==> config.mk <==
export PLATFORM = sky130hd
export DESIGN_NAME = lg_drive
export DESIGN_NICKNAME = d
export VERILOG_FILES = /design/src/lg_pkg.sv /design/src/lg_drive.sv
export SDC_FILE = /design/constraint.sdc
export NUM_CORES = 1
export LEC_CHECK = 0
export BUFFER_PORTS_ARGS = -buffer_cell sky130_fd_sc_hd__clkbuf_2
export CORE_AREA = 2 2 50 52
export CTS_CLUSTER_SIZE = 8
export DETAILED_ROUTE_END_ITERATION = 7
export DIE_AREA = 0 0 52 54
export PLACE_DENSITY_LB_ADDON = 0.1
export SYNTH_ARGS = -nofsm -noshare
export SYNTH_HDL_FRONTEND = slang
export SYNTH_SLANG_ARGS = --single-unit
export TNS_END_PERCENT = 5
==> constraint.sdc <==
create_clock -name bus -period 2.7 [get_ports bus]
set_input_delay 0.675 -clock bus [delete_from_list [all_inputs] [get_ports bus]]
set_output_delay 0.675 -clock bus [all_outputs]
set_load 0.01 [all_outputs]
==> src/lg_pkg.sv <==
// logic pattern generator shared types
// bus request/response, event and trigger bits, stream beats
// and the event register word union
`default_nettype none

package lg_pkg;

  //////////////////////////////////////////////////
  // widths
  //////////////////////////////////////////////////

  localparam int unsigned DW  = 8;   // output data word
  localparam int unsigned BAW = 12;  // bus byte address
  localparam int unsigned BDW = 32;  // bus data

  typedef logic [DW-1:0] dat_t;

  //////////////////////////////////////////////////
  // CPU bus
  //////////////////////////////////////////////////

  typedef struct packed {
    logic           wen;    // write strobe, one cycle
    logic           ren;    // read strobe, one cycle
    logic [BAW-1:0] addr;   // byte address
    logic [BDW-1:0] wdata;
  } bus_req_t;

  typedef struct packed {
    logic           ack;    // one cycle after the strobe
    logic [BDW-1:0] rdata;  // valid with ack
  } bus_rsp_t;

  //////////////////////////////////////////////////
  // events and triggers
  //////////////////////////////////////////////////

  typedef struct packed {
    logic rst;  // clear counters
    logic str;  // start, arms the generator
    logic stp;  // stop, aborts and disarms
    logic swt;  // software trigger
  } evn_t;

  // event register, raw bus word or event bits
  typedef union packed {
    logic [BDW-1:0] raw;
    struct packed {
      logic [BDW-$bits(evn_t)-1:0] pad;
      evn_t                        evn;
    } fld;
  } evn_word_u;

  typedef struct packed {
    logic per;  // period start
    logic lst;  // last period ends
  } trg_t;

  //////////////////////////////////////////////////
  // output stream
  //////////////////////////////////////////////////

  typedef struct packed {
    dat_t o;  // value
    dat_t e;  // output enable
  } out_t;

  typedef struct packed {
    logic valid;
    out_t dat;
  } stm_t;

endpackage

`default_nettype wire
==> src/lg_drive.sv <==
// output stage
// applies mask and polarity, derives per-bit enable, holds the beat until ready
`timescale 1ns/1ps
`default_nettype none

module lg_drive (
  input  logic         bus,
  input  logic         rst_n,
  input  lg_pkg::stm_t stm_in,
  output logic         stall,
  input  lg_pkg::dat_t cfg_oe0,  // enable where o is 0
  input  lg_pkg::dat_t cfg_oe1,  // enable where o is 1
  input  lg_pkg::dat_t cfg_msk,
  input  lg_pkg::dat_t cfg_val,
  output lg_pkg::stm_t sto,
  input  logic         ready
);

  lg_pkg::dat_t o_nxt;
  lg_pkg::out_t dat_q;
  logic         vld_q;

  // masked bits take the polarity value only
  assign o_nxt = cfg_val ^ (stm_in.dat.o & ~cfg_msk);

  assign stall = vld_q & ~ready;  // beat held, not taken

  always_ff @(posedge bus) begin
    if (!rst_n)      vld_q <= 1'b0;
    else if (!stall) vld_q <= stm_in.valid;
  end

  always_ff @(posedge bus) begin
    if (!stall) begin
      dat_q.o <= o_nxt;
      dat_q.e <= (cfg_oe1 & o_nxt) | (cfg_oe0 & ~o_nxt);
    end
  end

  assign sto = '{valid: vld_q, dat: dat_q};

  // valid beat stays until accepted
  a_hold: assert property (@(posedge bus) disable iff (!rst_n)
    sto.valid && !ready |=> sto.valid && $stable(sto.dat));

endmodule

`default_nettype wire

==> metrics.md <==
| Metric | Value |
|---|---|
| RSZ-0062 raised after global routing | `no` |
| Worst Path Buf+Inv | `3` |
| Synth Register Bits | `17` |
| CTS Buffer Depth | `2` |
| Fin nets | `163` |
| Multi-input gate area | `374 sq um` |
| Register area | `500 sq um` |
| Vias in the first global route | `534` |
| Height of the die | `54 microns` |
| HPWL after DPL | `1170 microns` |
| CTS Buf Count | `3` |
| Max_slew headroom | `87.4%` |
| Die area | `2810 sq um` |
| Hold Path Class | `input pin to flop` |
| Port Buf Inserts | `61` |
| Fin util | `between 50% and 60%` |
| WP data required | `a little over 2 ns` |
| Overflow after GRT | `0` |
| Post-Synthesis Net Count | `97` |
| Largest net degree at the start of global routing | `17` |
| Fmax | `0.563 GHz` |
| Ys async rst share | `0%` |
| Crit path kind | `input pin to output pin` |
| Initial Util | `about two fifths` |
| Post-synth EDFFs | `16` |
| Clock sink total | `17` |
| Number of max-cap violations | `0` |
| TritonCTS clock tree | `done` |
| Synth Instances | `45` |
| Run status | `finished, final reports clean` |
| Crit Path Max Fanout | `2` |
| Slowest-stage cell, CP | `nand2b_1` |
| Met1 Usage GRT | `9.67%` |
| Max IR drop VDD | `around 0.00025 V` |
| Die Wd | `around 52 microns` |
| Post-Syn Area per Cell | `19.7 sq um` |
| Cells on Worst Hold Path | `2` |
| Drt total wl | `roughly 1300 microns` |
| Global Route Usage Sum | `10.3%` |
| Count leader, synth | `edfxtp_1` |
| Iteration-0 DRC count of the detailed router | `3` |
| H-tree depth | `1` |
| Post-synthesis cell type count | `9` |
| Via count | `between 500 and 600` |
| CP Launch Type | `input pin` |
| Pwr dens | `484 nW/um^2` |
| CTS Hold Bufs | `0` |
| Gr busiest metal | `met2` |
| Share of the synthesized area in the top cell type | `between 50 and 60%` |
| Clock transition at path regs | `0.09 ns` |
| Design Power | `~600 uW` |
| CP top delay family | `buffers and inverters` |
| Final hold vios | `0` |
| Global Route met2 Usage | `approximately 20%` |
| CP peak stage delay | `around 0.14 ns` |
| Core area | `2320 sq um` |
| Crit path DAT | `approximately 1.1 ns` |
| # rows | `18` |
| DR vias/cell | `between 4 and 5` |
| Synth area leader | `edfxtp_1` |
| CTS root buffer | `clkbuf_4` |
| Setup Viol. Count Final | `0` |
| Met3 GRT Util | `under 10%` |
| Area growth, synth to finish | `41.7%` |
| Final hold slack | `0.591 ns` |
| Synth top cells by count | `edfxtp_1, mux2_4, nand2b_4, xnor2_2` |
| Max-slew violation count | `0` |
| Sequential cell area fraction in the yosys report | `56.5%` |
| Setup Buffers After CTS | `0` |
| Synth top area cells | `edfxtp_1, xnor2_2, mux2_4` |
| Ports | `70` |
| Worst Tran Pin Value | `0.188 ns` |
| First-pass GRT wire length | `approximately 2100 microns` |
| Final Skew | `0.00220 ns` |
| YS warnings | `0` |
| Cell Chain, Critical Path | `clkbuf_2 > nand2b_1 > inv_1 > clkbuf_2` |
| Critical path depth | `4` |
| Post-CTS Resized | `0` |
| Most used DFF post-synth | `edfxtp_1` |
| 1st-pass router iterations | `2` |
| Later-pin clock latency in the skew report | `0.28 ns` |
| Minimum clock period | `1.78 ns` |
| Final period util | `65.8%` |
| Filler cell count | `219` |
| Layout cell share with drive strength beyond 1 | `80.9%` |
| Placer congestion estimate | `0.576` |
| CP most frequent cell | `clkbuf_2` |
| Avg WL per Cell | `9.44 microns` |
| DRC Markers | `0` |
| Antenna violations before repair | `0` |
| Lkg Pwr | `~0.00066 uW` |
| Cell Area, Synth | `about 890 sq um` |
| Worst reg2reg path depth | `2` |
| Setup TNS | `0 ns` |
| Crit end category | `output pin` |
| Routed Antenna Nets | `0` |
| ANT cells | `0` |
## kinds of logic (layout without fill, tap and decap cells)
logic type      after synthesis  after routing  synth area share [%]
compound gates                1              1                 0.848
xor+xnor                      8              8                  14.7
buf+inv                       2             67                  1.27
flops                        17             17                  56.5
mux                           8              8                  13.6
simple gates                  9              9                  13.1
## placed cells by master (no fill, tap or decap), drive strengths merged
| master | Yosys | routed |
|---|---|---|
| clkbuf | 0 | 65 |
| edfxtp | 16 | 16 |
| nand2b | 9 | 9 |
| xnor2 | 8 | 8 |
| mux2 | 8 | 8 |
| inv | 1 | 1 |
| o21a | 1 | 1 |
| buf | 1 | 1 |
| dfxtp | 1 | 1 |
## final timing paths
path         slack, ns  endpoint  startpoint
min               0.59     vld_q       rst_n
max reg2reg       1.76    sto[6]       vld_q
min reg2reg       0.61     vld_q       vld_q
max               0.92     stall       ready
## layer usage
metal	vias up	wire, microns
met1	261	395
met2	30	817
met4	0	0
met5	-	0
met3	0	107
li1	288	-
## layout make-up
cell class                 instances  area share [%]
timing repair buffer              62            24.9
multi-input combinational         26            29.8
clock buffer                       4            2.09
inverter                           1           0.299
tap                               30            2.99
sequential                        17            39.9
## per-stage QoR
step	cells	setup WS (ns)	cell area, sq um
finish	140	0.925	1250
global route	140	0.866	1250
CTS	140	0.915	1250
detailed placement	136	0.920	1230
global placement	136	0.919	1230
floorplan	45	0.714	886
## state kept, by name (all words and copies together) (netlist names)
register  count
sto          16
vld_q         1
## where the power goes
part           switching [uW]  internal [uW]  total [uW]  leakage, uW
combinational            59.3           86.8         146     0.000470
sequential               6.53            322         329     0.000174
clock                    75.6           57.3         133    0.0000150
Power figures use the tool's default switching activity.
