$ cat src/lg_pkg.sv
// logic pattern generator shared types
// bus request/response, event and trigger bits, stream beats
// and the event register word union
`default_nettype none

package lg_pkg;

  //////////////////////////////////////////////////
  // widths
  //////////////////////////////////////////////////

  localparam int unsigned DW  = 8;   // output data word
  localparam int unsigned BAW = 12;  // bus byte address
  localparam int unsigned BDW = 32;  // bus data

  typedef logic [DW-1:0] dat_t;

  //////////////////////////////////////////////////
  // CPU bus
  //////////////////////////////////////////////////

  typedef struct packed {
    logic           wen;    // write strobe, one cycle
    logic           ren;    // read strobe, one cycle
    logic [BAW-1:0] addr;   // byte address
    logic [BDW-1:0] wdata;
  } bus_req_t;

  typedef struct packed {
    logic           ack;    // one cycle after the strobe
    logic [BDW-1:0] rdata;  // valid with ack
  } bus_rsp_t;

  //////////////////////////////////////////////////
  // events and triggers
  //////////////////////////////////////////////////

  typedef struct packed {
    logic rst;  // clear counters
    logic str;  // start, arms the generator
    logic stp;  // stop, aborts and disarms
    logic swt;  // software trigger
  } evn_t;

  // event register, raw bus word or event bits
  typedef union packed {
    logic [BDW-1:0] raw;
    struct packed {
      logic [BDW-$bits(evn_t)-1:0] pad;
      evn_t                        evn;
    } fld;
  } evn_word_u;

  typedef struct packed {
    logic per;  // period start
    logic lst;  // last period ends
  } trg_t;

  //////////////////////////////////////////////////
  // output stream
  //////////////////////////////////////////////////

  typedef struct packed {
    dat_t o;  // value
    dat_t e;  // output enable
  } out_t;

  typedef struct packed {
    logic valid;
    out_t dat;
  } stm_t;

endpackage

`default_nettype wire
$ cat src/lg_burst.sv
// burst sequencer
// idle/armed/run FSM, nested repeat, data, period beat and period counters,
// table address stage and valid pipeline matched to table latency
`timescale 1ns/1ps
`default_nettype none

module lg_burst #(
  parameter int unsigned AW  = 10,
  parameter int unsigned CWR = 14,
  parameter int unsigned CWL = 32,
  parameter int unsigned CWN = 16
) (
  input  logic           bus,
  input  logic           rst_n,
  input  lg_pkg::evn_t   ctl,
  input  logic           ctl_trg,
  input  logic [CWR-1:0] cfg_bdr,
  input  logic [AW-1:0]  cfg_bdl,
  input  logic [CWL-1:0] cfg_bpl,
  input  logic [CWN-1:0] cfg_bpn,
  input  logic           cfg_inf,
  input  logic           stall,    // freezes the whole pipeline
  output logic           rd_en,
  output logic [AW-1:0]  rd_addr,
  input  lg_pkg::dat_t   rd_data,  // one cycle after rd_addr
  output lg_pkg::stm_t   stm,
  output lg_pkg::trg_t   tro,
  output logic [CWL-1:0] sts_bpl,
  output logic [CWN-1:0] sts_bpn,
  output logic [1:0]     sts_run   // {busy, armed}
);

  typedef enum logic [1:0] {
    ST_IDLE,
    ST_ARMED,
    ST_RUN
  } st_t;

  st_t            st;
  logic [CWR-1:0] cnt_rep;  // repeat of current word
  logic [AW-1:0]  cnt_idx;  // table word index
  logic           dat_end;  // data part of period done
  logic [CWL-1:0] cnt_bpl;  // beat in period
  logic [CWN-1:0] cnt_bpn;  // period number
  logic           launch;
  logic           abort;
  logic           clr;
  logic           issue;    // beat enters address stage
  logic           per_end;
  logic           bst_end;
  logic           v_adr;    // address stage valid
  logic           v_dat;    // table data stage valid

  assign launch  = (st == ST_ARMED) & ctl_trg;
  assign abort   = ctl.stp | ctl.rst;
  assign clr     = ctl.rst | (ctl.str & (st == ST_IDLE));
  assign issue   = ~stall & ~abort & ((st == ST_RUN) | launch);
  assign per_end = (cnt_bpl == cfg_bpl);
  assign bst_end = per_end & ~cfg_inf & (cnt_bpn == cfg_bpn);

  //////////////////////////////////////////////////
  // FSM
  //////////////////////////////////////////////////

  always_ff @(posedge bus) begin
    if (!rst_n) begin
      st <= ST_IDLE;
    end else if (abort) begin
      st <= ST_IDLE;                      // stop disarms
    end else if (issue && bst_end) begin
      st <= ST_IDLE;                      // burst done
    end else if (launch) begin
      st <= ST_RUN;                       // also taken under stall
    end else if (ctl.str && st == ST_IDLE) begin
      st <= ST_ARMED;
    end
  end

  //////////////////////////////////////////////////
  // counters, advance once per issued beat
  //////////////////////////////////////////////////

  always_ff @(posedge bus) begin
    if (!rst_n || clr) begin
      cnt_rep <= '0;
      cnt_idx <= '0;
      dat_end <= 1'b0;
      cnt_bpl <= '0;
      cnt_bpn <= '0;
    end else if (issue) begin
      if (per_end) begin
        // next period restarts the data
        cnt_rep <= '0;
        cnt_idx <= '0;
        dat_end <= 1'b0;
        cnt_bpl <= '0;
        cnt_bpn <= cnt_bpn + 1'b1;
      end else begin
        cnt_bpl <= cnt_bpl + 1'b1;
        if (!dat_end) begin
          if (cnt_rep == cfg_bdr) begin
            cnt_rep <= '0;
            if (cnt_idx == cfg_bdl) dat_end <= 1'b1;  // pad with last word
            else                    cnt_idx <= cnt_idx + 1'b1;
          end else begin
            cnt_rep <= cnt_rep + 1'b1;
          end
        end
      end
    end
  end

  //////////////////////////////////////////////////
  // address / data pipeline
  //////////////////////////////////////////////////

  always_ff @(posedge bus) begin
    if (!rst_n) begin
      v_adr <= 1'b0;
      v_dat <= 1'b0;
    end else if (!stall) begin
      v_adr <= issue;
      v_dat <= v_adr;
    end
  end

  always_ff @(posedge bus) begin
    if (issue) rd_addr <= cnt_idx;
  end

  assign rd_en = v_adr & ~stall;

  // enable is formed in the output stage
  assign stm = '{valid: v_dat, dat: '{o: rd_data, e: '0}};

  // period pulses, aligned with the address stage
  always_ff @(posedge bus) begin
    if (!rst_n) begin
      tro <= '0;
    end else begin
      tro.per <= issue & (cnt_bpl == '0);
      tro.lst <= issue & bst_end;
    end
  end

  assign sts_bpl = cnt_bpl;
  assign sts_bpn = cnt_bpn;
  assign sts_run = {st == ST_RUN, st == ST_ARMED};

  // stall holds the beat offered to the output stage
  a_stall_hold: assert property (@(posedge bus) disable iff (!rst_n)
    stall |=> $stable(stm));

  // burst is over once the last pulse shows, nothing more issued
  a_lst_run: assert property (@(posedge bus) disable iff (!rst_n)
    tro.lst |-> sts_run == 2'b00 && !issue);

endmodule

`default_nettype wire

$ cat config.mk
export PLATFORM = sky130hd
export DESIGN_NAME = lg_burst
export DESIGN_NICKNAME = d
export VERILOG_FILES = /design/src/lg_pkg.sv /design/src/lg_burst.sv
export SDC_FILE = /design/constraint.sdc
export NUM_CORES = 1
export LEC_CHECK = 0
export ABC_AREA = 1
export BUFFER_PORTS_ARGS = -buffer_cell sky130_fd_sc_hd__buf_4
export CAP_MARGIN = 20
export CELL_PAD_IN_SITES_DETAIL_PLACEMENT = 1
export CELL_PAD_IN_SITES_GLOBAL_PLACEMENT = 1
export CORE_ASPECT_RATIO = 1.75
export CORE_MARGIN = 4
export CORE_UTILIZATION = 39
export DETAILED_ROUTE_END_ITERATION = 10
export PLACE_DENSITY_LB_ADDON = 0.1
export SYNTH_ARGS = -nofsm -noshare
export SYNTH_HDL_FRONTEND = slang
export SYNTH_SLANG_ARGS = --single-unit
$ cat constraint.sdc
create_clock -name bus -period 4.8 [get_ports bus]
set_input_delay 0.72 -clock bus [delete_from_list [all_inputs] [get_ports bus]]
set_output_delay 0.72 -clock bus [all_outputs]
set_load 0.02 [all_outputs]
==> summary.md <==
| Metric | Value |
|---|---|
| Cells after Synth | `981` |
| Compound-Gate Fraction of Synth Area | `around 7.3%` |
| Worst Path Required | `~5000 ps` |
| Synthesized-area fraction occupied by and/or/nand/nor cells | `between 40% and 50%` |
| Commonest non-fill, non-tap cell in the layout | `nand2_1` |
| Die Y | `about 170 um` |
| R2R setup slack | `2040 ps` |
| Pwr dens | `between 200 and 250 nW/um2` |
| Synth-to-layout area growth | `22.9%` |
| Synth top area share | `25.6%` |
| Synth cell types | `42` |
| Clk Latency, worst-skew pair | `between 300 and 400 ps` |
| Mux cell area share after synthesis | `0%` |
| Largest family of logic cells by synthesized area | `simple AND/OR/NAND/NOR gates` |
| Register area | `between 1500 and 2000 um2` |
| Outcome | `completed` |
| Yosys warnings | `0` |
| # diodes | `0` |
| Worst r2r src | `st[1]` |
| Yosys reg bits | `a little under 90` |
| Register area share after synthesis | `30.5%` |
| CTS max path bufs | `2` |
| CP startpoint kind | `input pin` |
| Post-route antenna net violation count | `0` |
| Skew final | `about 9.4 ps` |
| Routed wire length | `about 21,000 um` |
| H-tree levels | `3` |
| Final setup viols | `0` |
| Synth Area in Adders | `between 1 and 1.5%` |
| Row cnt | `60` |
| Worst reg2reg path depth | `11` |
| Asr flop ratio synth | `0%` |
| # Max-Cap Violations | `0` |
| F_max | `around 0.36 GHz` |
| All-Layer GR Usage | `23.2%` |
| Maximum net fanout on the critical path | `30` |
| Share of cells above drive strength 1 | `around a fifth` |
| Die width | `around 100 um` |
| Crit path DAT | `3080 ps` |
| WL/cell | `between 15 and 20 um` |
| CORE AREA | `approximately 15,000 um2` |
| Post-Synth XOR/XNOR Area | `8.78%` |
| FF-to-FF End | `sts_bpl[26]` |
| Worst min-delay path class | `flip-flop to flip-flop` |
| DPL Wire Length | `approximately 17,000 um` |
| Largest net degree at the start of global routing | `31` |
| Via-to-Cell Ratio | `5.11` |
| Initial Utilization | `39.9%` |
| Worst VDD drop | `about 150 uV` |
| Post-synth EDFFs | `10` |
| CTS sink count | `89` |
| Vias in the first global route | `~6,700` |
| Total area of multi-input combinational cells | `3560 um2` |
| CTS tree | `done` |
| Final worst path period need | `2810 ps` |
| CP Launch Point | `ctl_trg` |
| Slew margin rel. | `around half` |
| CTS Hold Bufs | `0` |
| Non-Filler Instances | `1,299` |
| First-pass GRT wire length | `32,700 um` |
| Routed via count | `between 6,000 and 7,000` |
| CP Capture Point | `sts_bpl[26]` |
| Commonest non-fill, non-tap cells in the layout | `263 x nand2_1, 151 x nor2_1, 146 x buf_4` |
| Initial antenna violation count | `0` |
| Period utilisation layout | `between 50% and 60%` |
| Area leader, netlist | `dfxtp_1` |
| Syn Area/Cell | `between 6 and 7 um2` |
| # fillers | `around 2,100` |
| Class of the most critical setup path | `input pin to flip-flop` |
| Cts bufs inserted | `9` |
| Reg clk slew, reported paths | `~70 ps` |
| Crit. End Element | `flip-flop` |
| Die area | `18,000 um2` |
| Post_cts resized | `0` |
| 1st-iter DRT viols | `181` |
| Post-synth top flop | `dfxtp_1` |
| Placed cell count | `1,283` |
| Pleak | `between 3 and 4 nW` |
| Worst-Margin Slew | `775 ps` |
| Final Hold Slack | `472 ps` |
| Clock Tree Root | `clkbuf_16` |
| Pins Over Slew Limit | `0` |
| Ports | `approximately 170` |
| Port bufs | `about 140` |
| Synth Cell Area | `6170 um2` |
| Post-CTS setup buffer count | `0` |
| RSZ-0062 raised after global routing | `no` |
| Setup TNS Final | `0 ps` |
| DRC Markers | `0` |
| Overflow after GRT | `0` |
| Routability-driven placement congestion ratio | `approximately 0.94` |
| Final-report hold violation count | `0` |
| First-pass DRT Iterations | `4` |
| Nets | `1,202` |
| Area contributors post-synth | `dfxtp_1 26%, nand2_1 16%, nor2_1 9.2%, inv_1 6.8%, xor2_1 5.4%` |
-- per-layer routing --
| layer | global-route usage [%] | share of wire (%) | vias to the layer above |
|---|---|---|---|
| met3 | 2.57 | 3.2 | 35 |
| met2 | 47.0 | 58 | 129 |
| met1 | 22.3 | 35 | 3160 |
| li1 | - | - | 3314 |
| met4 | 9.56 | 3.2 | 0 |
| met5 | 0 | 0 | - |
-- flip-flops by register name (all words and copies together) (netlist names) --
| signal | flops |
|---|---|
| v_adr | 1 |
| dat_end | 1 |
| v_dat | 1 |
| sts_bpl | 32 |
| cnt_rep | 14 |
| cnt_idx | 10 |
| sts_bpn | 16 |
| st | 2 |
| tro | 2 |
| rd_addr | 10 |
-- critical path, stage by stage --
cell     delay, ps
buf_4          110
nand3_1        100
o21ai_1        100
nand2_2        350
inv_4          180
nand3_2        110
buf_4          340
nand2_2        310
inv_1          430
o21ai_0        150
a21oi_1        160
-- cell type report --
class                           instances  share of cell area, %
Multi-Input combinational cell        729                   47.0
Sequential cell                        89                   24.8
Timing Repair Buffer                  146                   14.5
Inverter                              133                   6.61
Clock buffer                           12                   3.38
Tap cell                              186                   3.07
Clock inverter                          4                  0.676
-- power by group --
group	switching [W]	total, W	leakage [nW]	internal [W]
registers	0.000000502	0.000751	0.724	0.000750
clock network	0.000317	0.000750	0.145	0.000433
logic	0.0000807	0.000153	2.47	0.0000725
-- how the worst min path moves through the flow --
stage	startpoint	end	cells past startpoint
4_1_cts	v_adr	v_adr	2
6_report	v_adr	v_adr	2
2_1_floorplan	v_adr	v_adr	2
3_3_place_gp	v_adr	v_adr	2
5_1_grt	cnt_idx[9]	rd_addr[9]	0
3_5_place_dp	v_adr	v_adr	2
-- cells in the mapped netlist (17+ instances only) --
| cell type | number |
|---|---|
| nand2_1 | 263 |
| nor2_1 | 151 |
| inv_1 | 112 |
| dfxtp_1 | 79 |
| nand3_1 | 62 |
| a21oi_1 | 52 |
| xor2_1 | 38 |
| nor3_1 | 33 |
| xnor2_1 | 22 |
| buf_4 | 19 |
| o21ai_0 | 19 |
| inv_2 | 17 |
-- through the flow --
step                      utilization, %  setup WS [ps]  total power (W)  cell area [um2]
after CTS                           49.0           1960          0.00167             7580
after floorplan                        -           2670         0.000854             6200
after detailed placement            47.1           1600         0.000922             7280
final                               49.0           1990          0.00165             7580
after global routing                49.0           1720          0.00171             7580
after global placement              47.1           1670         0.000919             7280
-- logic make-up after synthesis --
| kind of cell | Yosys count |
|---|---|
| XOR/XNOR | 61 |
| buffers and inverters | 170 |
| AO/OA/AOI/OAI | 83 |
| flip-flops | 89 |
| AND/OR/NAND/NOR | 572 |
| adder cells (fa/ha/maj) | 5 |
| other | 1 |
Power figures use the tool's default switching activity.
