<file path="src/lg_pkg.sv">
// logic pattern generator shared types
// bus request/response, event and trigger bits, stream beats
// and the event register word union
`default_nettype none

package lg_pkg;

  //////////////////////////////////////////////////
  // widths
  //////////////////////////////////////////////////

  localparam int unsigned DW  = 8;   // output data word
  localparam int unsigned BAW = 12;  // bus byte address
  localparam int unsigned BDW = 32;  // bus data

  typedef logic [DW-1:0] dat_t;

  //////////////////////////////////////////////////
  // CPU bus
  //////////////////////////////////////////////////

  typedef struct packed {
    logic           wen;    // write strobe, one cycle
    logic           ren;    // read strobe, one cycle
    logic [BAW-1:0] addr;   // byte address
    logic [BDW-1:0] wdata;
  } bus_req_t;

  typedef struct packed {
    logic           ack;    // one cycle after the strobe
    logic [BDW-1:0] rdata;  // valid with ack
  } bus_rsp_t;

  //////////////////////////////////////////////////
  // events and triggers
  //////////////////////////////////////////////////

  typedef struct packed {
    logic rst;  // clear counters
    logic str;  // start, arms the generator
    logic stp;  // stop, aborts and disarms
    logic swt;  // software trigger
  } evn_t;

  // event register, raw bus word or event bits
  typedef union packed {
    logic [BDW-1:0] raw;
    struct packed {
      logic [BDW-$bits(evn_t)-1:0] pad;
      evn_t                        evn;
    } fld;
  } evn_word_u;

  typedef struct packed {
    logic per;  // period start
    logic lst;  // last period ends
  } trg_t;

  //////////////////////////////////////////////////
  // output stream
  //////////////////////////////////////////////////

  typedef struct packed {
    dat_t o;  // value
    dat_t e;  // output enable
  } out_t;

  typedef struct packed {
    logic valid;
    out_t dat;
  } stm_t;

endpackage

`default_nettype wire
</file>
<file path="src/lg_regs.sv">
// logic generator register block
// config registers, status readback, software events,
// trigger masking and the interrupt register
`timescale 1ns/1ps
`default_nettype none

module lg_regs #(
  parameter int unsigned AW  = 10,
  parameter int unsigned CWR = 14,
  parameter int unsigned CWL = 32,
  parameter int unsigned CWN = 16,
  parameter int unsigned TN  = 2
) (
  input  logic             bus,
  input  logic             rst_n,
  input  lg_pkg::bus_req_t reg_req,
  output lg_pkg::bus_rsp_t reg_rsp,
  input  logic [TN-1:0]    trg,      // external triggers, raw
  input  logic [CWL-1:0]   sts_bpl,
  input  logic [CWN-1:0]   sts_bpn,
  input  logic [1:0]       sts_run,  // {busy, armed}
  input  logic             irq_src,  // last period pulse
  output logic             cfg_inf,
  output logic [CWR-1:0]   cfg_bdr,
  output logic [AW-1:0]    cfg_bdl,
  output logic [CWL-1:0]   cfg_bpl,
  output logic [CWN-1:0]   cfg_bpn,
  output lg_pkg::dat_t     cfg_oe0,
  output lg_pkg::dat_t     cfg_oe1,
  output lg_pkg::dat_t     cfg_msk,
  output lg_pkg::dat_t     cfg_val,
  output lg_pkg::evn_t     ctl,      // event pulses
  output logic             ctl_trg,
  output lg_pkg::evn_t     evo,
  output logic             irq
);

  // register map, byte addresses
  localparam logic [lg_pkg::BAW-1:0] A_EVN = 'h00;
  localparam logic [lg_pkg::BAW-1:0] A_TRG = 'h08;
  localparam logic [lg_pkg::BAW-1:0] A_INF = 'h10;
  localparam logic [lg_pkg::BAW-1:0] A_BDR = 'h20;
  localparam logic [lg_pkg::BAW-1:0] A_BDL = 'h24;
  localparam logic [lg_pkg::BAW-1:0] A_BPL = 'h28;
  localparam logic [lg_pkg::BAW-1:0] A_BPN = 'h2c;
  localparam logic [lg_pkg::BAW-1:0] A_SPL = 'h30;
  localparam logic [lg_pkg::BAW-1:0] A_SPN = 'h34;
  localparam logic [lg_pkg::BAW-1:0] A_OE0 = 'h40;
  localparam logic [lg_pkg::BAW-1:0] A_OE1 = 'h44;
  localparam logic [lg_pkg::BAW-1:0] A_MSK = 'h48;
  localparam logic [lg_pkg::BAW-1:0] A_VAL = 'h4c;

  logic [TN-1:0]         cfg_trg;  // trigger mask
  lg_pkg::evn_word_u     ew_wr;    // event write decode
  lg_pkg::evn_word_u     ew_rd;    // generator status word
  logic                  ack_q;
  logic [lg_pkg::BDW-1:0] rdata_q;

  assign ew_wr.raw = reg_req.wdata;

  // status as event bits
  always_comb begin
    ew_rd.raw         = '0;
    ew_rd.fld.evn.str = |sts_run;     // armed or running
    ew_rd.fld.evn.stp = ~|sts_run;    // idle
    ew_rd.fld.evn.swt = sts_run[1];   // triggered, burst active
  end

  //////////////////////////////////////////////////
  // write side
  //////////////////////////////////////////////////

  always_ff @(posedge bus) begin
    if (!rst_n) begin
      cfg_trg <= '0;
      cfg_inf <= 1'b0;
      cfg_bdr <= '0;
      cfg_bdl <= '0;
      cfg_bpl <= '0;
      cfg_bpn <= '0;
      cfg_oe0 <= '0;
      cfg_oe1 <= '0;
      cfg_msk <= '0;
      cfg_val <= '0;
    end else if (reg_req.wen) begin
      case (reg_req.addr)
        A_TRG: cfg_trg <= reg_req.wdata[TN-1:0];
        A_INF: cfg_inf <= reg_req.wdata[0];
        A_BDR: cfg_bdr <= reg_req.wdata[CWR-1:0];  // repeats - 1
        A_BDL: cfg_bdl <= reg_req.wdata[AW-1:0];   // data words - 1
        A_BPL: cfg_bpl <= reg_req.wdata[CWL-1:0];  // period beats - 1
        A_BPN: cfg_bpn <= reg_req.wdata[CWN-1:0];  // periods - 1
        A_OE0: cfg_oe0 <= reg_req.wdata[lg_pkg::DW-1:0];
        A_OE1: cfg_oe1 <= reg_req.wdata[lg_pkg::DW-1:0];
        A_MSK: cfg_msk <= reg_req.wdata[lg_pkg::DW-1:0];
        A_VAL: cfg_val <= reg_req.wdata[lg_pkg::DW-1:0];
        default: ;
      endcase
    end
  end

  // one cycle event pulses from a write to 0x00
  always_ff @(posedge bus) begin
    if (!rst_n) begin
      ctl <= '0;
    end else begin
      ctl <= (reg_req.wen && reg_req.addr == A_EVN) ? ew_wr.fld.evn : '0;
    end
  end

  assign evo     = ctl;                         // copy for other generators
  assign ctl_trg = ctl.swt | (|(trg & cfg_trg)); // raw, same cycle

  //////////////////////////////////////////////////
  // read side
  //////////////////////////////////////////////////

  always_ff @(posedge bus) begin
    if (!rst_n) ack_q <= 1'b0;
    else        ack_q <= reg_req.wen | reg_req.ren;
  end

  always_ff @(posedge bus) begin
    if (reg_req.ren) begin
      case (reg_req.addr)
        A_EVN:   rdata_q <= ew_rd.raw;
        A_TRG:   rdata_q <= 32'(cfg_trg);
        A_INF:   rdata_q <= 32'(cfg_inf);
        A_BDR:   rdata_q <= 32'(cfg_bdr);
        A_BDL:   rdata_q <= 32'(cfg_bdl);
        A_BPL:   rdata_q <= 32'(cfg_bpl);
        A_BPN:   rdata_q <= 32'(cfg_bpn);
        A_SPL:   rdata_q <= 32'(sts_bpl);  // beat in period
        A_SPN:   rdata_q <= 32'(sts_bpn);  // periods done
        A_OE0:   rdata_q <= 32'(cfg_oe0);
        A_OE1:   rdata_q <= 32'(cfg_oe1);
        A_MSK:   rdata_q <= 32'(cfg_msk);
        A_VAL:   rdata_q <= 32'(cfg_val);
        default: rdata_q <= '0;            // unmapped
      endcase
    end
  end

  assign reg_rsp = '{ack: ack_q, rdata: rdata_q};

  // interrupt one cycle after the last period
  always_ff @(posedge bus) begin
    if (!rst_n) irq <= 1'b0;
    else        irq <= irq_src;
  end

  // every ack answers exactly one strobe of the cycle before
  a_ack_req: assert property (@(posedge bus) disable iff (!rst_n)
    reg_rsp.ack |-> $past(reg_req.wen ^ reg_req.ren));

endmodule

`default_nettype wire

</file>
<file path="config.mk">
export PLATFORM = sky130hd
export DESIGN_NAME = lg_regs
export DESIGN_NICKNAME = d
export VERILOG_FILES = /design/src/lg_pkg.sv /design/src/lg_regs.sv
export SDC_FILE = /design/constraint.sdc
export NUM_CORES = 1
export LEC_CHECK = 0
export BUFFER_PORTS_ARGS = -buffer_cell sky130_fd_sc_hd__buf_2
export CORE_ASPECT_RATIO = 0.8
export CORE_MARGIN = 2
export CORE_UTILIZATION = 42
export DETAILED_ROUTE_END_ITERATION = 16
export PLACE_DENSITY = 0.76
export SYNTH_ARGS = -nofsm -noshare
export SYNTH_HDL_FRONTEND = slang
export SYNTH_SLANG_ARGS = --single-unit
</file>
<file path="constraint.sdc">
create_clock -name bus -period 2.05 [get_ports bus]
set_input_delay 0.1025 -clock bus [delete_from_list [all_inputs] [get_ports bus]]
set_output_delay 0.1025 -clock bus [all_outputs]
set_load 0.1 [all_outputs]
</file>
==> results of run 1 <==
==> placed cells by master, fill, tap and decap left out, drive strengths merged, types with 3 or more instances in the layout <==
| cell | instances |
|---|---|
| nor4b | 3 |
| nor3 | 13 |
| edfxtp | 32 |
| nor2 | 23 |
| mux2 | 8 |
| inv | 4 |
| nand2 | 181 |
| a32oi | 5 |
| and2 | 6 |
| mux2i | 23 |
| buf | 285 |
| a21oi | 10 |
| o311ai | 3 |
| a31oi | 4 |
| mux4 | 5 |
| a221oi | 6 |
| nor4 | 3 |
| dfxtp | 113 |
| a22o | 17 |
| or2 | 3 |
| nor2b | 17 |
| a21boi | 70 |
| nand2b | 4 |
| clkbuf | 24 |
| o21ai | 33 |
| dlygate4sd3 | 41 |
| a22oi | 14 |
| nand3 | 31 |
==> worst max-delay path, stage by stage, from the launching register on <==
cell and delay [ns]:
dfxtp_1 0.35, mux4_2 0.52, a22oi_1 0.31, a21oi_1 0.12
==> worst paths after layout <==
check                            from                  endpoint  slack, ns
max           cfg_bpn[6]$_SDFFE_PN0P_      rdata_q[6]$_DFFE_PP_       0.49
min                        reg_req[7]   cfg_bpl[7]$_SDFFE_PN0P_       0.01
max reg2reg   cfg_bpn[6]$_SDFFE_PN0P_      rdata_q[6]$_DFFE_PP_       0.49
min reg2reg  cfg_bpl[18]$_SDFFE_PN0P_  cfg_bpl[18]$_SDFFE_PN0P_       0.47
==> power by group <==
part	internal (uW)	switching [uW]
Combinational	231	521
Sequential	2950	9.28
Clock	2030	1190
==> sequential cells by signal (all words and copies together), names as in the netlist, 8 cells and up <==
name     cells
cfg_bpl     32
rdata_q     32
cfg_bpn     16
cfg_bdr     14
cfg_bdl     10
cfg_msk      8
cfg_oe0      8
cfg_oe1      8
cfg_val      8
==> area by class of cell <==
class                      instances  area, um2
tap                              215        269
multi-input combinational        507       3130
clock buffer                      24        524
antenna                            1       2.50
fill                            1360       6430
inverter                           2       7.51
sequential                       145       3220
clock inverter                     7       95.1
timing repair buffer             326       1960
==> routing by layer <==
layer	wire length, um	vias to the layer above	share of wire
li1	-	3096	-
met1	9840	3148	0.41
met2	11000	368	0.46
met3	2550	46	0.11
met4	480	4	0.020
met5	26	-	0.0011
==> stage by stage <==
stage	cells	worst slack (ns)	utilization	cell area, um2
2_1_floorplan	716	0.146	-	6670
3_3_place_gp	1154	0.140	0.523	8180
3_5_place_dp	1154	0.0964	0.523	8180
4_1_cts	1226	0.510	0.589	9210
5_1_grt	1227	0.398	0.589	9210
6_report	1227	0.489	0.589	9210
==> cells by family after synthesis <==
group,count (synthesis)
flip-flops,145
AND/OR/NAND/NOR,297
buffers and inverters,64
AO/OA/AOI/OAI,174
multiplexers,36
==> repair_timing <==
item	in CTS	in global routing
buffers inserted	0	0
hold endpoints to repair	56	0
setup endpoints to repair	0	0
hold buffers	41	0
==> results.cfg, run 1 <==
[status]
outcome = finished, final reports clean

[global_route]
grt_max_degree = 88
grt_pass1_vias = 6131
grt_usage = 0.277
grt_use_met1 = 0.354
grt_use_met3 = 0.0873
top_usage_layer = met2
grt_use_met2 = 0.444
antenna_found_initial = 3
grt_overflow_total = 0
grt_pass1_wl_um = 34600

[synthesis]
synth_cells = 716
synth_ff_type = dfxtp_1
syn_area_mm2 = 0.00667
synth_seq_area_share = 0.483
synth_edf_count = 32
synth_largest_area_cell = dfxtp_1
synth_xor_area_frac = 0
synthTopCellsByArea = dfxtp_1, edfxtp_1, nand2_1
synth_top_area_frac = 0.339
ys.warnings.count = 0
synth_nets = 817
avgSynthCellArea_um2 = 9.31
synthAdderAreaFrac = 0
async_flop_share = 0
post-synth-top-count-cell = nand2_1
synth_commonest_cells = nand2_1, dfxtp_1, a21boi_1, edfxtp_1, o21ai_0
synth_compound_area_frac = 0.187
yosys.area_share.simple = 0.218
synth_seq_cells = 145
yosysUniqueCellTypes = 58
synthMuxAreaShare = 0.0649
synth_top_family_by_area = simple AND/OR/NAND/NOR gates

[worst_setup_path]
start_kind = register
worstRegToRegCells = 3
worstSetupPathType = reg2reg
endpoint_kind = register
crit_arrival_ns = 1.73
crit_path_max_fanout = 3
worstPathRequired_ns = 2.22

[power_and_ir_drop]
power.leakage_uw = 0.00380
power_density_mw_per_mm2 = 752
total_power_uw = 6930
ir_drop_mv = 0.546

[sta]
hold_violations = 0
rsz0062_at_grt = no
tightest_slew_ns = 0.734
final-max-slew-violation-count = 0
period_share = 0.761
hold_ws_ns = 0.0127
setup-violations-final = 0
fmax_mhz = 641
min_period_ns = 1.56
fin_worst_skew_ns = 0.00871
setup_tns_ns = 0
slew_headroom = 0.509

[floorplan]
die_x_um = 145
initial_core_util = 0.426
core_area_mm2 = 0.0156
num_rows = 41
pin_count = 249
die_h_um = 117
die_area_mm2 = 0.0169

[worst_hold_path]
hold_depth = 3
hold_class = in2reg

[routing]
antenna_left = 0
drc = 0
drt-total-wl_um = 23900
drt-initial-drc-count = 651
routedWlPerCell_um = 19.5
via_per_inst = 5.43
num_vias = 6662
dr.pass1.iters = 5

[cts]
htree_levels = 4
clkTransAtPathRegs_ns = 0.06
clockBufferDepth = 2
post_cts_resized = 0
cts_inserted_buffers = 17
root_buffer = clkbuf_16
tritoncts = yes
insertion_delay_ns = 0.43
cts.sinks = 145

[layout]
fin_nets = 1100
areaGrowthSynthToFinish_pct = 38.2
drive_gt1_frac = 0.344

[placement]
port_buffers = 248
dpl.hpwl_um = 16900
finalWeightedCongestion = 0.927

[job]
cap_violations = 0
Note: power is estimated with default switching activity, not from simulation.
==> inputs of run 2 (changes only) <==
PLACE_DENSITY = 0.79   (was 0.76)
clock period = 1.4 ns   (was 2.05 ns; I/O delays follow)
==> run 2 against run 1 <==
Net effect: the run now ends with negative setup slack left; largest power group unchanged; critical endpoint unchanged; largest cell class unchanged; first-iteration DRC count is 46% higher; final area is 12% higher; sequential power increased by 44%.
==> results.cfg, run 2 (synthesis results as in run 1) <==
[layout]
areaGrowthSynthToFinish_pct = 55.2
drive_gt1_frac = 0.484
design_area_mm2 = 0.0103
utilization = 0.661
fin_nets = 1186
layout_common_cells = buf_2, nand2_1, buf_4
largestRegisters = cfg_bpl x32, rdata_q x32, cfg_bpn x16
layout_commonest_cell = buf_2

[floorplan]
pin_count = 249
initial_core_util = 0.426
die_area_mm2 = 0.0169
core_area_mm2 = 0.0156
num_rows = 41
die_h_um = 117
die_x_um = 145

[sta]
period_share = 1.06
hold_violations = 0
rsz0062_at_grt = yes
fin_worst_skew_ns = 0.00808
tightest_slew_ns = 0.534
fmax_mhz = 674
setup_tns_ns = -0.212
final-max-slew-violation-count = 0
slew_headroom = 0.647
worst_slack_ns = -0.0843
setup-violations-final = 4
min_period_ns = 1.48

[routing]
antenna_left = 0
via_per_inst = 5.47
drc = 0
routedWlPerCell_um = 19.9
drt-initial-drc-count = 951
dr.pass1.iters = 6
num_vias = 7188
drt-total-wl_um = 26200

[worst_setup_path]
start_kind = register
crit_arrival_ns = 1.67
worstReg2RegEnd = rdata_q[6]$_DFFE_PP_
endpoint_kind = register
worstSetupPathType = reg2reg
worstRegToRegCells = 4
crit_path_max_fanout = 2
regToRegStartpoint = cfg_bpn[6]$_SDFFE_PN0P_
rrSetupSlack_ns = -0.08
worstPathRequired_ns = 1.58

[power_and_ir_drop]
p_int_uw = 7490
power_density_mw_per_mm2 = 984
ir_drop_mv = 0.831
power.leakage_uw = 0.00434
switching_share = 0.264
total_power_uw = 10200
p_seq_frac = 0.420
p_clk_frac = 0.456
combPwrFrac = 0.124
p_sw_uw = 2690

[global_route]
grt_max_degree = 57
grt_pass1_wl_um = 38000
antenna_found_initial = 0
grt_pass1_vias = 6786
grt_usage = 0.304
grt_overflow_total = 0

[worst_hold_path]
hold_depth = 3
hold_class = in2reg
hold_end = cfg_oe0[2]$_SDFFE_PN0P_
worstHoldStart = reg_req[2]

[cts]
clkTransAtPathRegs_ns = 0.06
clockBufferDepth = 2
cts.sinks = 145
tritoncts = yes
cts_inserted_buffers = 17
insertion_delay_ns = 0.43
root_buffer = clkbuf_16
htree_levels = 4

[status]
outcome = complete, but fails checks
violations = negative setup slack

[placement]
pre_cts_ws_ns = -0.350
placed_cell_area_mm2 = 0.00914
port_buffers = 248
finalWeightedCongestion = 0.984
dpl.hpwl_um = 18300

[job]
cap_violations = 0
-- run 2: cell count changes in the layout (fill, tap and decap cells not counted), sizes merged, moves of 5 or more --
cell / delta
clkbuf: +5
buf: +67
clkinv: +6
dlygate4sd3: +8
-- run 2: how the worst max path moves through the flow --
stage / startpoint / endpoint / slack, ns
after floorplan: reg_req[38] / cfg_bdr[10]$_SDFFE_PN0P_ / -0.09
after global placement: reg_req[34] / rdata_q[1]$_DFFE_PP_ / -0.35
after detailed placement: reg_req[37] / cfg_bdr[1]$_SDFFE_PN0P_ / -0.35
after CTS: cfg_trg[0]$_SDFFE_PN0P_ / ctl_trg / -0.09
after global routing: cfg_bpn[6]$_SDFFE_PN0P_ / rdata_q[6]$_DFFE_PP_ / -0.12
final: cfg_bpn[6]$_SDFFE_PN0P_ / rdata_q[6]$_DFFE_PP_ / -0.08
-- run 2: per-layer routing --
layer / routed length (um) / GRT usage / share of wire
met1: 10800 / 0.396 / 0.41
met2: 12100 / 0.487 / 0.46
met3: 2490 / 0.0771 / 0.095
met4: 875 / 0.119 / 0.033
met5: 0 / 0 / 0
-- run 2: metrics by stage --
stage	hold slack, ns	cells
floorplan	0.180	716
global placement	0.279	1229
detailed placement	0.282	1229
CTS	0.00603	1310
global route	0.0277	1313
finish	0.0238	1314
-- run 2: area by class of cell --
class	count	area (um2)
diodes	1	2.50
clock buffers	18	429
clock inverters	14	165
fillers	1201	5300
inverters	2	7.51
multi-input cells	507	3250
flip-flops and latches	145	3410
well taps	215	269
repair buffers	412	2820
-- run 2: repair_timing --
| action | CTS | global route |
|---|---|---|
| setup endpoints to repair | 6 | 38 |
| pin swaps | 1 | 9 |
| setup buffers | 0 | 3 |
| resized for setup | 7 | 22 |
| hold buffers | 49 | 0 |
| endpoints found under the hold margin | 79 | 0 |
| gates cloned | 0 | 0 |
-- run 2: worst max-delay path, stage by stage (launching register included) --
cell and delay [ns]:
dfxtp_4 0.34, mux4_2 0.47, a22oi_2 0.20, buf_4 0.16, a21oi_2 0.06
-- run 2: power by group through the flow --
stage               clock [uW]  sequential, uW  combinational [uW]
finish                    4640            4270                1260
CTS                       4660            4270                1220
global route              4850            4280                1310
global placement             0            4360                1110
detailed placement           0            4370                1110
floorplan                    0            4740                 285
